===== config.mk =====
export PLATFORM = sky130hd
export DESIGN_NAME = frame_board
export DESIGN_NICKNAME = d
export VERILOG_FILES = /design/src/hdl/frame_cfg_pkg.sv /design/src/hdl/frame_bus_pkg.sv /design/src/hdl/board_reset.sv /design/src/hdl/frame_board.sv /design/src/hdl/joy_map.sv /design/src/hdl/rom_download.sv /design/src/hdl/snd_dac.sv
export SDC_FILE = /design/constraint.sdc
export NUM_CORES = 1
export LEC_CHECK = 0
export ABC_AREA = 0
export BUFFER_PORTS_ARGS = -buffer_cell sky130_fd_sc_hd__buf_2
export CAP_MARGIN = 20
export CORE_MARGIN = 8
export CORE_UTILIZATION = 61
export DETAILED_ROUTE_END_ITERATION = 8
export GPL_TIMING_DRIVEN = 1
export PLACE_DENSITY = 0.88
export SLEW_MARGIN = 30
export SYNTH_ARGS = -nofsm -noshare
export SYNTH_HDL_FRONTEND = slang
export SYNTH_SLANG_ARGS = --single-unit

===== constraint.sdc =====
create_clock -name clk_rgb -period 5.4 [get_ports clk_rgb]
set_clock_uncertainty 0.1 [all_clocks]
set_input_delay 1.08 -clock clk_rgb [delete_from_list [all_inputs] [get_ports clk_rgb]]
set_output_delay 1.08 -clock clk_rgb [all_outputs]
set_load 0.01 [all_outputs]

===== src/hdl/frame_cfg_pkg.sv =====
// Sizing constants for the board layer, imported by every RTL block and the testbench
package frame_cfg_pkg;

    // Download stream byte address
    localparam int ADDR_W = 22;

    // Game sound sample and DAC accumulator
    localparam int SND_W = 16;
    localparam int DAC_W = 8;   // Top bits of snd that reach the DAC

    // Board and game joystick words
    localparam int JOY_W = 10;

    // Game reset stretch after the last cause clears
    localparam int RST_CYCLES = 16;
    localparam int RST_CNT_W  = $clog2(RST_CYCLES);

    // Memory write port
    localparam int CREDITS = 4;   // Also the write FIFO depth
    localparam int FIFO_AW = $clog2(CREDITS);
    localparam int CRED_W  = $clog2(CREDITS + 1);   // Holds 0 to CREDITS

    // Memory side word address, one bit less than the byte address
    localparam int WADDR_W = ADDR_W - 1;

    // Memory word and byte lanes
    localparam int WORD_W = 16;
    localparam int MASK_W = WORD_W / 8;

endpackage


===== src/hdl/frame_bus_pkg.sv =====
// Structs and FSM state types shared by the board blocks and the testbench
package frame_bus_pkg;

    // Board joystick word, all bits active high
    typedef struct packed {
        logic       coin;     // Bit 9
        logic       start;    // Bit 8
        logic [3:0] button;   // Bits 7 to 4, button 1 in bit 4
        logic       up;
        logic       down;
        logic       left;
        logic       right;    // Bit 0
    } board_joy_t;

    // One byte of the ROM download stream
    typedef struct packed {
        logic [frame_cfg_pkg::ADDR_W-1:0] addr;
        logic [7:0]                       data;
        logic                             wr;   // Byte strobe
    } ioctl_t;

    // One word write towards memory
    typedef struct packed {
        logic [frame_cfg_pkg::WADDR_W-1:0] addr;   // Word address
        logic [frame_cfg_pkg::WORD_W-1:0]  data;
        logic [frame_cfg_pkg::MASK_W-1:0]  mask;   // Bit 0 enables the low byte
    } mem_wr_t;

    // Game reset sequencer
    typedef enum logic [1:0] {
        RST_HOLD,    // A cause is present
        RST_COUNT,   // Causes gone, stretching
        RST_RUN
    } rst_state_e;

    // Download byte packer
    typedef enum logic [1:0] {
        DL_IDLE,
        DL_LOW,     // Even byte held, waiting for its pair
        DL_FLUSH    // Push the held half word
    } dl_state_e;

endpackage


===== src/hdl/board_reset.sv =====
// Releases the system reset cleanly and stretches the game reset over all of its causes
module board_reset (
    input  logic clk_rgb,
    input  logic rst_n,
    input  logic dip_flip,      // Any change restarts the game
    input  logic rst_req,
    input  logic downloading,
    output logic rst,
    output logic game_rst
);
    import frame_cfg_pkg::*;
    import frame_bus_pkg::*;

    logic                 rst_meta;
    logic                 dip_last;
    logic                 cause;
    rst_state_e           state;
    logic [RST_CNT_W-1:0] cnt;

    // Asynchronous assertion and release after two edges
    always_ff @(posedge clk_rgb or negedge rst_n) begin
        if (!rst_n) begin
            rst_meta <= 1'b1;
            rst      <= 1'b1;
        end else begin
            rst_meta <= 1'b0;
            rst      <= rst_meta;
        end
    end

    always_ff @(posedge clk_rgb) begin
        dip_last <= dip_flip;
    end

    assign cause = rst_req | (dip_flip ^ dip_last) | downloading;

    // HOLD takes one edge to leave, so COUNT runs RST_CYCLES-1 edges
    always_ff @(posedge clk_rgb or posedge rst) begin
        if (rst) begin
            state <= RST_HOLD;
            cnt   <= '0;
        end else if (cause) begin
            state <= RST_HOLD;   // Restart from scratch
            cnt   <= '0;
        end else begin
            case (state)
                RST_HOLD: begin
                    state <= RST_COUNT;
                    cnt   <= '0;
                end
                RST_COUNT: begin
                    if (cnt == RST_CNT_W'(RST_CYCLES - 2)) state <= RST_RUN;
                    else cnt <= cnt + 1'b1;
                end
                default: state <= RST_RUN;
            endcase
        end
    end

    assign game_rst = (state != RST_RUN);

    // The game reset never ends sooner than RST_CYCLES after the system reset or a cause
    a_game_stretch: assert property (@(posedge clk_rgb)
        $fell(game_rst) |-> !$past(rst || cause, RST_CYCLES))
        else $error("game_rst fell less than RST_CYCLES cycles after its last cause");

endmodule


===== src/hdl/frame_board.sv =====
// Board-support top level, place it next to the game core and tie it to the platform ports
module frame_board #(
    parameter bit SIGNED_SND    = 1'b0,
    parameter bit THREE_BUTTONS = 1'b0
) (
    input  logic                            clk_rgb,
    input  logic                            rst_n,
    // Reset causes
    input  logic                            dip_flip,   // A change forces a game reset
    input  logic                            rst_req,
    // Controls
    input  frame_bus_pkg::board_joy_t       board_joy1,
    input  frame_bus_pkg::board_joy_t       board_joy2,
    input  logic                            pause_btn,
    // Sound
    input  logic [frame_cfg_pkg::SND_W-1:0] snd,
    // ROM download
    input  frame_bus_pkg::ioctl_t           ioctl,
    input  logic                            ioctl_download,
    input  logic                            mem_credit,
    output logic                            rst,
    output logic                            game_rst,
    output logic                            downloading,
    // Game inputs, active low
    output logic [frame_cfg_pkg::JOY_W-1:0] game_joy1,
    output logic [frame_cfg_pkg::JOY_W-1:0] game_joy2,
    output logic [1:0]                      game_coin,
    output logic [1:0]                      game_start,
    output logic                            game_pause,
    output logic                            audio_l,
    output logic                            audio_r,
    output frame_bus_pkg::mem_wr_t          mem_wr,
    output logic                            mem_wr_valid
);

    assign audio_r = audio_l;   // Mono game

    board_reset u_reset (
        .clk_rgb     ( clk_rgb     ),
        .rst_n       ( rst_n       ),
        .dip_flip    ( dip_flip    ),
        .rst_req     ( rst_req     ),
        .downloading ( downloading ),
        .rst         ( rst         ),
        .game_rst    ( game_rst    )
    );

    joy_map #(.THREE_BUTTONS(THREE_BUTTONS)) u_joy (
        .clk_rgb     ( clk_rgb     ),
        .rst         ( rst         ),
        .game_rst    ( game_rst    ),
        .board_joy1  ( board_joy1  ),
        .board_joy2  ( board_joy2  ),
        .pause_btn   ( pause_btn   ),
        .game_joy1   ( game_joy1   ),
        .game_joy2   ( game_joy2   ),
        .game_coin   ( game_coin   ),
        .game_start  ( game_start  ),
        .game_pause  ( game_pause  )
    );

    snd_dac #(.SIGNED_SND(SIGNED_SND)) u_dac (
        .clk_rgb     ( clk_rgb     ),
        .rst         ( rst         ),
        .snd         ( snd         ),
        .audio       ( audio_l     )
    );

    rom_download u_dl (
        .clk_rgb        ( clk_rgb        ),
        .rst            ( rst            ),
        .ioctl          ( ioctl          ),
        .ioctl_download ( ioctl_download ),
        .mem_wr         ( mem_wr         ),
        .mem_wr_valid   ( mem_wr_valid   ),
        .mem_credit     ( mem_credit     ),
        .downloading    ( downloading    )
    );

endmodule


===== src/hdl/joy_map.sv =====
// Turns the board joystick words into active-low game inputs and keeps the pause toggle
module joy_map #(
    parameter bit THREE_BUTTONS = 1'b0   // Game has no fourth button
) (
    input  logic                             clk_rgb,
    input  logic                             rst,
    input  logic                             game_rst,
    input  frame_bus_pkg::board_joy_t        board_joy1,
    input  frame_bus_pkg::board_joy_t        board_joy2,
    input  logic                             pause_btn,
    output logic [frame_cfg_pkg::JOY_W-1:0]  game_joy1,
    output logic [frame_cfg_pkg::JOY_W-1:0]  game_joy2,
    output logic [1:0]                       game_coin,
    output logic [1:0]                       game_start,
    output logic                             game_pause
);
    import frame_cfg_pkg::*;
    import frame_bus_pkg::*;

    logic pause_last;

    // Directions and buttons inverted, top two bits idle
    function automatic logic [JOY_W-1:0] map_joy(input board_joy_t j);
        logic [JOY_W-1:0] g;
        g = {2'b11, ~j.button, ~j.up, ~j.down, ~j.left, ~j.right};
        if (THREE_BUTTONS) g[7] = 1'b1;   // Button 4 never pressed
        return g;
    endfunction

    always_ff @(posedge clk_rgb or posedge rst) begin
        if (rst) begin
            game_joy1  <= '1;
            game_joy2  <= '1;
            game_coin  <= 2'b11;
            game_start <= 2'b11;
        end else begin
            game_joy1  <= map_joy(board_joy1);
            game_joy2  <= map_joy(board_joy2);
            game_coin  <= ~{board_joy2.coin, board_joy1.coin};
            game_start <= ~{board_joy2.start, board_joy1.start};
        end
    end

    // Pause flips on each press
    always_ff @(posedge clk_rgb or posedge rst) begin
        if (rst) begin
            pause_last <= 1'b0;
            game_pause <= 1'b0;
        end else begin
            pause_last <= pause_btn;
            if (game_rst) begin
                game_pause <= 1'b0;
            end else if (pause_btn && !pause_last) begin
                game_pause <= ~game_pause;
            end
        end
    end

endmodule


===== src/hdl/rom_download.sv =====
// Packs the ROM download byte stream into 16-bit writes and sends them out under credits
module rom_download (
    input  logic                   clk_rgb,
    input  logic                   rst,
    input  frame_bus_pkg::ioctl_t  ioctl,
    input  logic                   ioctl_download,
    output frame_bus_pkg::mem_wr_t mem_wr,
    output logic                   mem_wr_valid,
    input  logic                   mem_credit,   // One word finished
    output logic                   downloading
);
    import frame_cfg_pkg::*;
    import frame_bus_pkg::*;

    dl_state_e           state, state_nx;
    mem_wr_t             word_q, word_nx;   // Partial word
    mem_wr_t             lo_word, hi_word, push_word;
    logic                push, pop, fifo_full;
    mem_wr_t             fifo_mem [CREDITS];
    logic [FIFO_AW-1:0]  wr_ptr, rd_ptr;
    logic [CRED_W-1:0]   fifo_cnt, credits;

    function automatic logic [FIFO_AW-1:0] ptr_inc(input logic [FIFO_AW-1:0] p);
        return (p == FIFO_AW'(CREDITS - 1)) ? '0 : p + 1'b1;
    endfunction

    // Incoming byte placed in its lane
    assign lo_word = '{addr: ioctl.addr[ADDR_W-1:1], data: {8'h00, ioctl.data}, mask: 2'b01};
    assign hi_word = '{addr: ioctl.addr[ADDR_W-1:1], data: {ioctl.data, 8'h00}, mask: 2'b10};

    always_comb begin
        state_nx  = state;
        word_nx   = word_q;
        push      = 1'b0;
        push_word = word_q;
        case (state)
            DL_IDLE: if (ioctl.wr) begin
                if (ioctl.addr[0]) begin   // Lone odd byte
                    push      = 1'b1;
                    push_word = hi_word;
                end else begin
                    word_nx  = lo_word;
                    state_nx = DL_LOW;
                end
            end
            DL_LOW: if (ioctl.wr) begin
                push = 1'b1;
                if (ioctl.addr == {word_q.addr, 1'b1}) begin
                    push_word = '{addr: word_q.addr, data: {ioctl.data, word_q.data[7:0]},
                                  mask: 2'b11};
                    state_nx  = DL_IDLE;
                end else if (ioctl.addr[0]) begin   // Break onto an odd byte
                    word_nx  = hi_word;
                    state_nx = DL_FLUSH;
                end else begin
                    word_nx = lo_word;   // Break onto a new even byte
                end
            end else if (!ioctl_download) begin
                state_nx = DL_FLUSH;
            end
            DL_FLUSH: begin
                push     = 1'b1;
                state_nx = DL_IDLE;
            end
            default: state_nx = DL_IDLE;
        endcase
    end

    always_ff @(posedge clk_rgb or posedge rst) begin
        if (rst) state <= DL_IDLE;
        else     state <= state_nx;
    end

    always_ff @(posedge clk_rgb) begin
        word_q <= word_nx;
        if (push) fifo_mem[wr_ptr] <= push_word;
    end

    assign fifo_full    = (fifo_cnt == CRED_W'(CREDITS));
    assign pop          = (fifo_cnt != '0) && (credits != '0);
    assign mem_wr       = fifo_mem[rd_ptr];
    assign mem_wr_valid = pop;

    always_ff @(posedge clk_rgb or posedge rst) begin
        if (rst) begin
            wr_ptr   <= '0;
            rd_ptr   <= '0;
            fifo_cnt <= '0;
            credits  <= CRED_W'(CREDITS);
        end else begin
            if (push) wr_ptr <= ptr_inc(wr_ptr);
            if (pop)  rd_ptr <= ptr_inc(rd_ptr);
            fifo_cnt <= fifo_cnt + CRED_W'(push) - CRED_W'(pop);
            credits  <= credits - CRED_W'(pop) + CRED_W'(mem_credit);
        end
    end

    // Busy until every word has been written back
    assign downloading = ioctl_download | (state != DL_IDLE) | (fifo_cnt != '0)
                       | (credits != CRED_W'(CREDITS));

    a_no_overflow: assert property (@(posedge clk_rgb) disable iff (rst) push |-> !fifo_full)
        else $error("Write FIFO push while full");
    a_credit_max: assert property (@(posedge clk_rgb) disable iff (rst)
        credits <= CRED_W'(CREDITS))
        else $error("More credits returned than granted");
    // Spending the last credit with none coming back leaves the port quiet
    a_valid_credit: assert property (@(posedge clk_rgb) disable iff (rst)
        mem_wr_valid && credits == CRED_W'(1) && !mem_credit |=> !mem_wr_valid)
        else $error("Write sent without a credit");

endmodule


===== src/hdl/snd_dac.sv =====
// First-order sigma-delta DAC that turns the game sound into a one-bit audio stream
module snd_dac #(
    parameter bit SIGNED_SND = 1'b0   // Two's complement input
) (
    input  logic                            clk_rgb,
    input  logic                            rst,
    input  logic [frame_cfg_pkg::SND_W-1:0] snd,
    output logic                            audio
);
    import frame_cfg_pkg::*;

    logic [DAC_W-1:0] dac_in;   // Offset binary, top bits only
    logic [DAC_W-1:0] acc;

    // Flipping the MSB turns signed samples into offset binary
    always_ff @(posedge clk_rgb) begin
        dac_in <= {snd[SND_W-1] ^ SIGNED_SND, snd[SND_W-2 -: DAC_W-1]};
    end

    // Carry out is the pulse density output
    always_ff @(posedge clk_rgb or posedge rst) begin
        if (rst) begin
            acc   <= '0;
            audio <= 1'b0;
        end else begin
            {audio, acc} <= {1'b0, acc} + {1'b0, dac_in};
        end
    end

endmodule


==> reports/results.txt, run 1 <==
CTS tree -> done
Antenna Cells -> 0
Max Fclk -> 260 MHz
Hold crit path type -> register to register
CP required -> 4220 ps
Post-detailed-route DRC marker count -> 0
P_int -> 4.02 mW
Crit path capture type -> output pin
Dpl hpwl -> 12900 µm
Final period utilization -> 0.712
Number of synthesized flops with an enable pin -> 195
Max Slew Vio Count -> 0
I/O pin total -> 144
Worst slew pin tran -> 920 ps
Fill count -> 962
Max-Cap Viols -> 0
Share of Yosys cell area claimed by the top area cell type -> 0.577
Setup TNS Final -> 0 ps
Commonest cells post-synth -> edfxtp_1, nand2_1, mux4_2, inv_1, dfrtp_1
CP endpoint -> mem_wr[12]
Seq/Total Area, Yosys -> 0.724
Clock Pin Slew Worst Setup and Hold Paths -> 60 ps
DIE AREA -> 0.0210 mm²
Synthesis-to-layout area growth -> 15.7%
Final ANT Viol Nets -> 0
Critical Path AT -> 2670 ps
Die H -> 145 µm
Peak supply drop -> 0.298 mV
WL/cell -> 20.8 µm
Final Hold Violating Endpoints -> 0
Critical R2R Capture -> u_dl.fifo_cnt[2]
Sequential Power Share -> 0.469
CTS resizes -> 0
Initial antenna violation count -> 0
Share of layout cells above drive strength 1 -> 0.327
Final #Nets -> 842
Yosys Warn Count -> 0
Crit path from -> u_dl.rd_ptr[0]
Crit Path Class -> register to output pin
Drt first-iter violations -> 313
Comb pwr share -> 0.253
Global route overflow -> 0
GRT Util Overall -> 0.192
Critical-path maximum fanout -> 27
RePlAce Congestion -> 0.815
Router iterations before antenna repair -> 5
Max clock buf depth -> 3
RSZ-0062 raised after global routing -> false
Row cnt -> 47
Final setup viols -> 0
NetSw -> 1.59 mW
Largest net degree at the start of global routing -> 50
Power share of the clock group -> 0.277
Clk_lat worst skew -> 500 ps
Global-route wire length before repair -> 32400 µm
Core Region -> 0.0164 mm²
DR vias -> 5605
Power per cell area -> 479 mW/mm²
CTS H-tree lvls -> 1
CTS Buf Count -> 25
Via density -> 5.71
Synth area leader -> edfxtp_1
Main flop type after synthesis -> edfxtp_1
Synthesized cell area -> 0.0101 mm²
Mean Syn Cell Area -> 16.7 µm²
Root Driver -> clkbuf_16
Status -> complete, no violations
Clock Sinks -> 255
Hold Buf Count CTS -> 0
Port buffer count -> 131
Sw Share -> 0.284
Vias in the first global route -> 6188
Cell count of the worst reg-to-reg path -> 10
P_leak -> 4.61 nW
Synth Instances -> 607
Die X -> 145 µm
Hold WS -> 262 ps
Initial core utilization -> 0.618
Setup bufs post-CTS -> 0
Slew HR -> 0.386
Library cells used by synthesis -> 51
Reg2Reg Setup Slack -> 2490 ps
Startpoint types -> register
Count leader, synth -> edfxtp_1
FF-to-FF Start -> u_dl.state[0]
Crit path time final -> 3850 ps
Synth top area cells -> edfxtp_1, mux4_2, dfrtp_1
Routed WL -> 20400 µm
Asr flop ratio synth -> 0.200
Flops & latches, synth -> 255
[layout by cell type, fill, tap and decap left out, types with 2 or more instances in the layout]
cell / instances
dfxtp_1: 9
and3_1: 11
nor2_1: 23
inv_1: 36
nor3_1: 3
nand4_1: 4
nand2_1: 71
dfrtp_1: 27
and2_1: 17
dfstp_2: 23
a21oi_1: 9
clkbuf_16: 25
xor2_1: 10
buf_2: 131
clkbuf_1: 5
mux4_2: 39
nor2b_1: 3
clkinv_2: 5
edfxtp_1: 195
ha_1: 19
mux2_4: 4
xnor2_1: 22
nand3_1: 3
mux2_2: 5
and2_4: 4
a21o_1: 3
clkinv_1: 6
o21bai_1: 2
fa_1: 3
and3_2: 3
conb_1: 5
a31oi_1: 4
o21ai_0: 6
nor3b_1: 2
buf_4: 3
[worst max-delay path, cell delays in order, from the launching register on]
cell	delay, ps
dfrtp_2	960
buf_4	450
mux4_2	570
buf_2	160
[power groups by stage]
stage	Combinational, mW	Sequential [mW]	Clock, mW
2_1_floorplan	1.02	2.58	0
3_3_place_gp	1.35	2.65	0
3_5_place_dp	1.42	2.68	0
4_1_cts	1.44	2.64	1.58
5_1_grt	1.55	2.67	1.66
6_report	1.42	2.64	1.56
[logic make-up (layout without fill, tap and decap cells)]
kind of cell             Yosys count  count (layout)  share of synthesized area
flip-flops                       255             255                      0.724
AND/OR/NAND/NOR                  153             153                     0.0735
buffers and inverters             62             214                     0.0254
multiplexers                      48              48                     0.0981
AO/OA/AOI/OAI                     33              33                     0.0215
XOR/XNOR                          32              32                     0.0276
adder cells (fa/ha/maj)           22              22                     0.0294
other                              2               5                   0.000740
[per-stage QoR]
stage | power, mW | util | instances | worst slack, ps | area [µm²]
3_3_place_gp | 4.00 | 0.670 | 939 | 2040 | 11000
2_1_floorplan | 3.60 | - | 610 | 2080 | 10200
3_5_place_dp | 4.10 | 0.670 | 939 | 1940 | 11000
6_report | 5.62 | 0.715 | 982 | 1550 | 11700
4_1_cts | 5.67 | 0.715 | 982 | 1490 | 11700
5_1_grt | 5.88 | 0.715 | 982 | 1370 | 11700
[final cells by class]
| type | count | area, µm² | area share |
|---|---|---|---|
| Tap cell | 220 | 275 | 0.0235 |
| Clock inverter | 13 | 86.3 | 0.00736 |
| Timing Repair Buffer | 134 | 678 | 0.0578 |
| Clock buffer | 30 | 644 | 0.0549 |
| Inverter | 37 | 140 | 0.0119 |
| Sequential cell | 255 | 7340 | 0.626 |
| Multi-Input combinational cell | 293 | 2570 | 0.219 |
[flip-flops by register name, indices dropped and copies added, names as in the netlist, 2 cells and up]
name,cells
u_dl.state,2
u_reset.state,2
u_dac.acc,8
u_joy.game_joy2,8
u_joy.game_start,2
u_dl.rd_ptr,2
u_dac.dac_in,8
u_dl.word_q,39
u_joy.game_joy1,8
u_dl.credits,3
u_dl.fifo_mem,156
u_joy.game_coin,2
u_dl.wr_ptr,2
u_reset.cnt,4
u_dl.fifo_cnt,3
[routing by layer]
| metal | vias up | GRT usage | part of all wire |
|---|---|---|---|
| met5 | - | 0 | 0 |
| met4 | 0 | 0.0615 | 0.023 |
| met3 | 42 | 0.0364 | 0.061 |
| met2 | 222 | 0.352 | 0.54 |
| met1 | 2847 | 0.222 | 0.38 |
| li1 | 2494 | - | - |
[worst min path at each step]
stage	endpoint	start	cells past startpoint
after CTS	u_reset.rst	u_reset.rst_meta	0
after floorplan	u_reset.rst	u_reset.rst_meta	0
after detailed placement	u_reset.rst	u_reset.rst_meta	0
after global routing	u_reset.rst	u_reset.rst_meta	0
final	u_reset.rst	u_reset.rst_meta	0
after global placement	u_reset.rst	u_reset.rst_meta	0
(Power assumes the default switching activity.)
==> inputs of run 2 (changes only) <==
CORE_UTILIZATION = 57   (was 61)
PLACE_DENSITY = 0.83   (was 0.88)
clock period = 3.75 ns   (was 5.4 ns; I/O delays follow)
==> reports/results.txt, run 2 (synthesis results as in run 1) <==
Max Slew Vio Count -> 0 (unchanged)
Max reg flops -> 156 (unchanged)
Largest net degree at the start of global routing -> 50 (unchanged)
Most frequent cells in the layout -> edfxtp_1, buf_2, nand2_1
Final ANT Viol Nets -> 0 (unchanged)
Vias in the first global route -> 5983 (-3.3%)
Setup bufs post-CTS -> 0 (unchanged)
GRT Util Overall -> 0.178 (-0.0142)
Row cnt -> 48 (+2.1%)
DR vias -> 5516 (-1.6%)
Post-detailed-route DRC marker count -> 0 (unchanged)
Router iterations before antenna repair -> 5 (unchanged)
Initial core utilization -> 0.584 (-0.0338)
Core Region -> 0.0174 mm² (+5.8%)
Max Fclk -> 309 MHz
Crit path capture type -> output pin
Final Hold Violating Endpoints -> 0 (unchanged)
RePlAce Congestion -> 0.796 (-2.3%)
Sw Share -> 0.282 (-0.00144)
CP required -> 2900 ps (-1320 ps)
Max-Cap Viols -> 0 (unchanged)
NetSw -> 2.32 mW (+46%)
CTS H-tree lvls -> 1 (unchanged)
Setup TNS Final -> 0 ps (unchanged)
CTS Buf Count -> 25 (unchanged)
Critical-path maximum fanout -> 25 (-7.4%)
CTS tree -> done
Largest registers -> u_dl.fifo_mem: 156 flops, u_dl.word_q: 39 flops
Final #Nets -> 849 (+0.83%)
Worst slew pin tran -> 928 ps (+7.86 ps)
Global route overflow -> 0 (unchanged)
Hold crit path type -> input pin to asynchronous set/reset pin
Hold Buf Count CTS -> 0 (unchanged)
Drt first-iter violations -> 382 (+22%)
Critical Path AT -> 2390 ps (-280 ps)
Final period utilization -> 0.863
Via density -> 5.53 (-3.2%)
Sequential Power Share -> 0.455 (-0.014)
Dpl hpwl -> 13000 µm (+0.13%)
Power per cell area -> 690 mW/mm² (+44%)
Initial antenna violation count -> 2 (+2)
Port buffer count -> 131 (unchanged)
Die H -> 149 µm (+3.1%)
Reg with most FFs -> u_dl.fifo_mem
Clock Pin Slew Worst Setup and Hold Paths -> 60 ps (about the same)
Global-route wire length before repair -> 31100 µm (-3.9%)
Clock Sinks -> 255 (unchanged)
Clk_lat worst skew -> 530 ps (+30 ps)
Die X -> 149 µm (+3.1%)
Comb pwr share -> 0.257 (+0.004)
P_int -> 5.89 mW (+47%)
Final setup margin -> 515 ps (-1040 ps)
I/O pin total -> 144 (unchanged)
Synthesis-to-layout area growth -> 17.4%
Final setup viols -> 0 (unchanged)
Startpoint types -> register
Reg2Reg Setup Slack -> 990 ps (-1500 ps)
Share of layout cells above drive strength 1 -> 0.338 (+0.0113)
Crit Path Class -> register to output pin
Routed WL -> 19800 µm (-3.0%)
Status -> complete, no violations
Most common cell after layout, fill and taps aside -> edfxtp_1
Peak supply drop -> 0.461 mV (+55%)
Slew HR -> 0.381 (-0.00524)
Pre-CTS setup slack -> 625 ps (-1320 ps)
P_leak -> 4.69 nW (+1.7%)
Power share of the clock group -> 0.288 (+0.011)
Fill count -> 1044 (+8.5%)
CTS resizes -> 0 (unchanged)
DIE AREA -> 0.0223 mm² (+6.2%)
RSZ-0062 raised after global routing -> false
Root Driver -> clkbuf_16
Crit path time final -> 3240 ps
Max clock buf depth -> 3 (unchanged)
WL/cell -> 19.9 µm (-4.6%)
[run 2: changes by cell type in the layout (fill, tap and decap cells not counted), sizes merged]
cell      delta
buf          +7
clkbuf       +2
clkinv       -1
clkinvlp     +1
diode        +1
inv          +1
[run 2: metrics by stage]
stage / cells / hold slack [ps] / cell area (µm²) / power, mW / utilization
floorplan: 610 / 245 / 10200 / 5.18 / -
global placement: 951 / 250 / 11100 / 5.84 / 0.640
detailed placement: 951 / 252 / 11100 / 5.96 / 0.640
CTS: 997 / 55.6 / 11900 / 8.32 / 0.686
global route: 998 / 59.3 / 11900 / 8.62 / 0.686
finish: 998 / 70.6 / 11900 / 8.21 / 0.686
[run 2: layout make-up]
| type | instances | area, µm² | area share |
|---|---|---|---|
| antenna | 1 | 2.50 | 0.000210 |
| clock buffer | 32 | 676 | 0.0567 |
| clock inverter | 14 | 110 | 0.00925 |
| inverter | 37 | 140 | 0.0118 |
| multi-input combinational | 293 | 2560 | 0.215 |
| sequential | 255 | 7340 | 0.617 |
| tap | 225 | 282 | 0.0236 |
| timing repair buffer | 141 | 793 | 0.0666 |
[run 2: worst paths after layout]
path | depth (start not counted) | end | startpoint
worst max-delay path | 3 | mem_wr[18] | u_dl.rd_ptr[0]
worst min-delay path | 1 | u_reset.rst_meta | rst_n
worst max register to register | 5 | u_dl.word_q[33] | u_dl.word_q[38]
worst min register to register | 0 | u_reset.rst | u_reset.rst_meta
max in group asynchronous | 1 | u_dl.rd_ptr[0] | u_reset.rst
min in group clk_rgb | 1 | u_dac.dac_in[6] | snd[14]
[run 2: power by group through the flow]
| stage | sequential, mW | combinational (mW) | clock [mW] |
|---|---|---|---|
| after floorplan | 3.71 | 1.47 | 0 |
| after global placement | 3.76 | 2.08 | 0 |
| after detailed placement | 3.80 | 2.16 | 0 |
| after CTS | 3.75 | 2.16 | 2.41 |
| after global routing | 3.78 | 2.33 | 2.51 |
| final | 3.74 | 2.11 | 2.36 |
[run 2: routing by layer]
metal	track usage	routed length, µm
met5	0	13
met4	0.0505	494
met3	0.0467	1560
met2	0.303	10000
met1	0.220	7730
[run 2: worst max-delay path: stages, from the launching register on]
cell	delay, ps
dfrtp_2	810
buf_12	310
mux4_2	560
buf_2	160
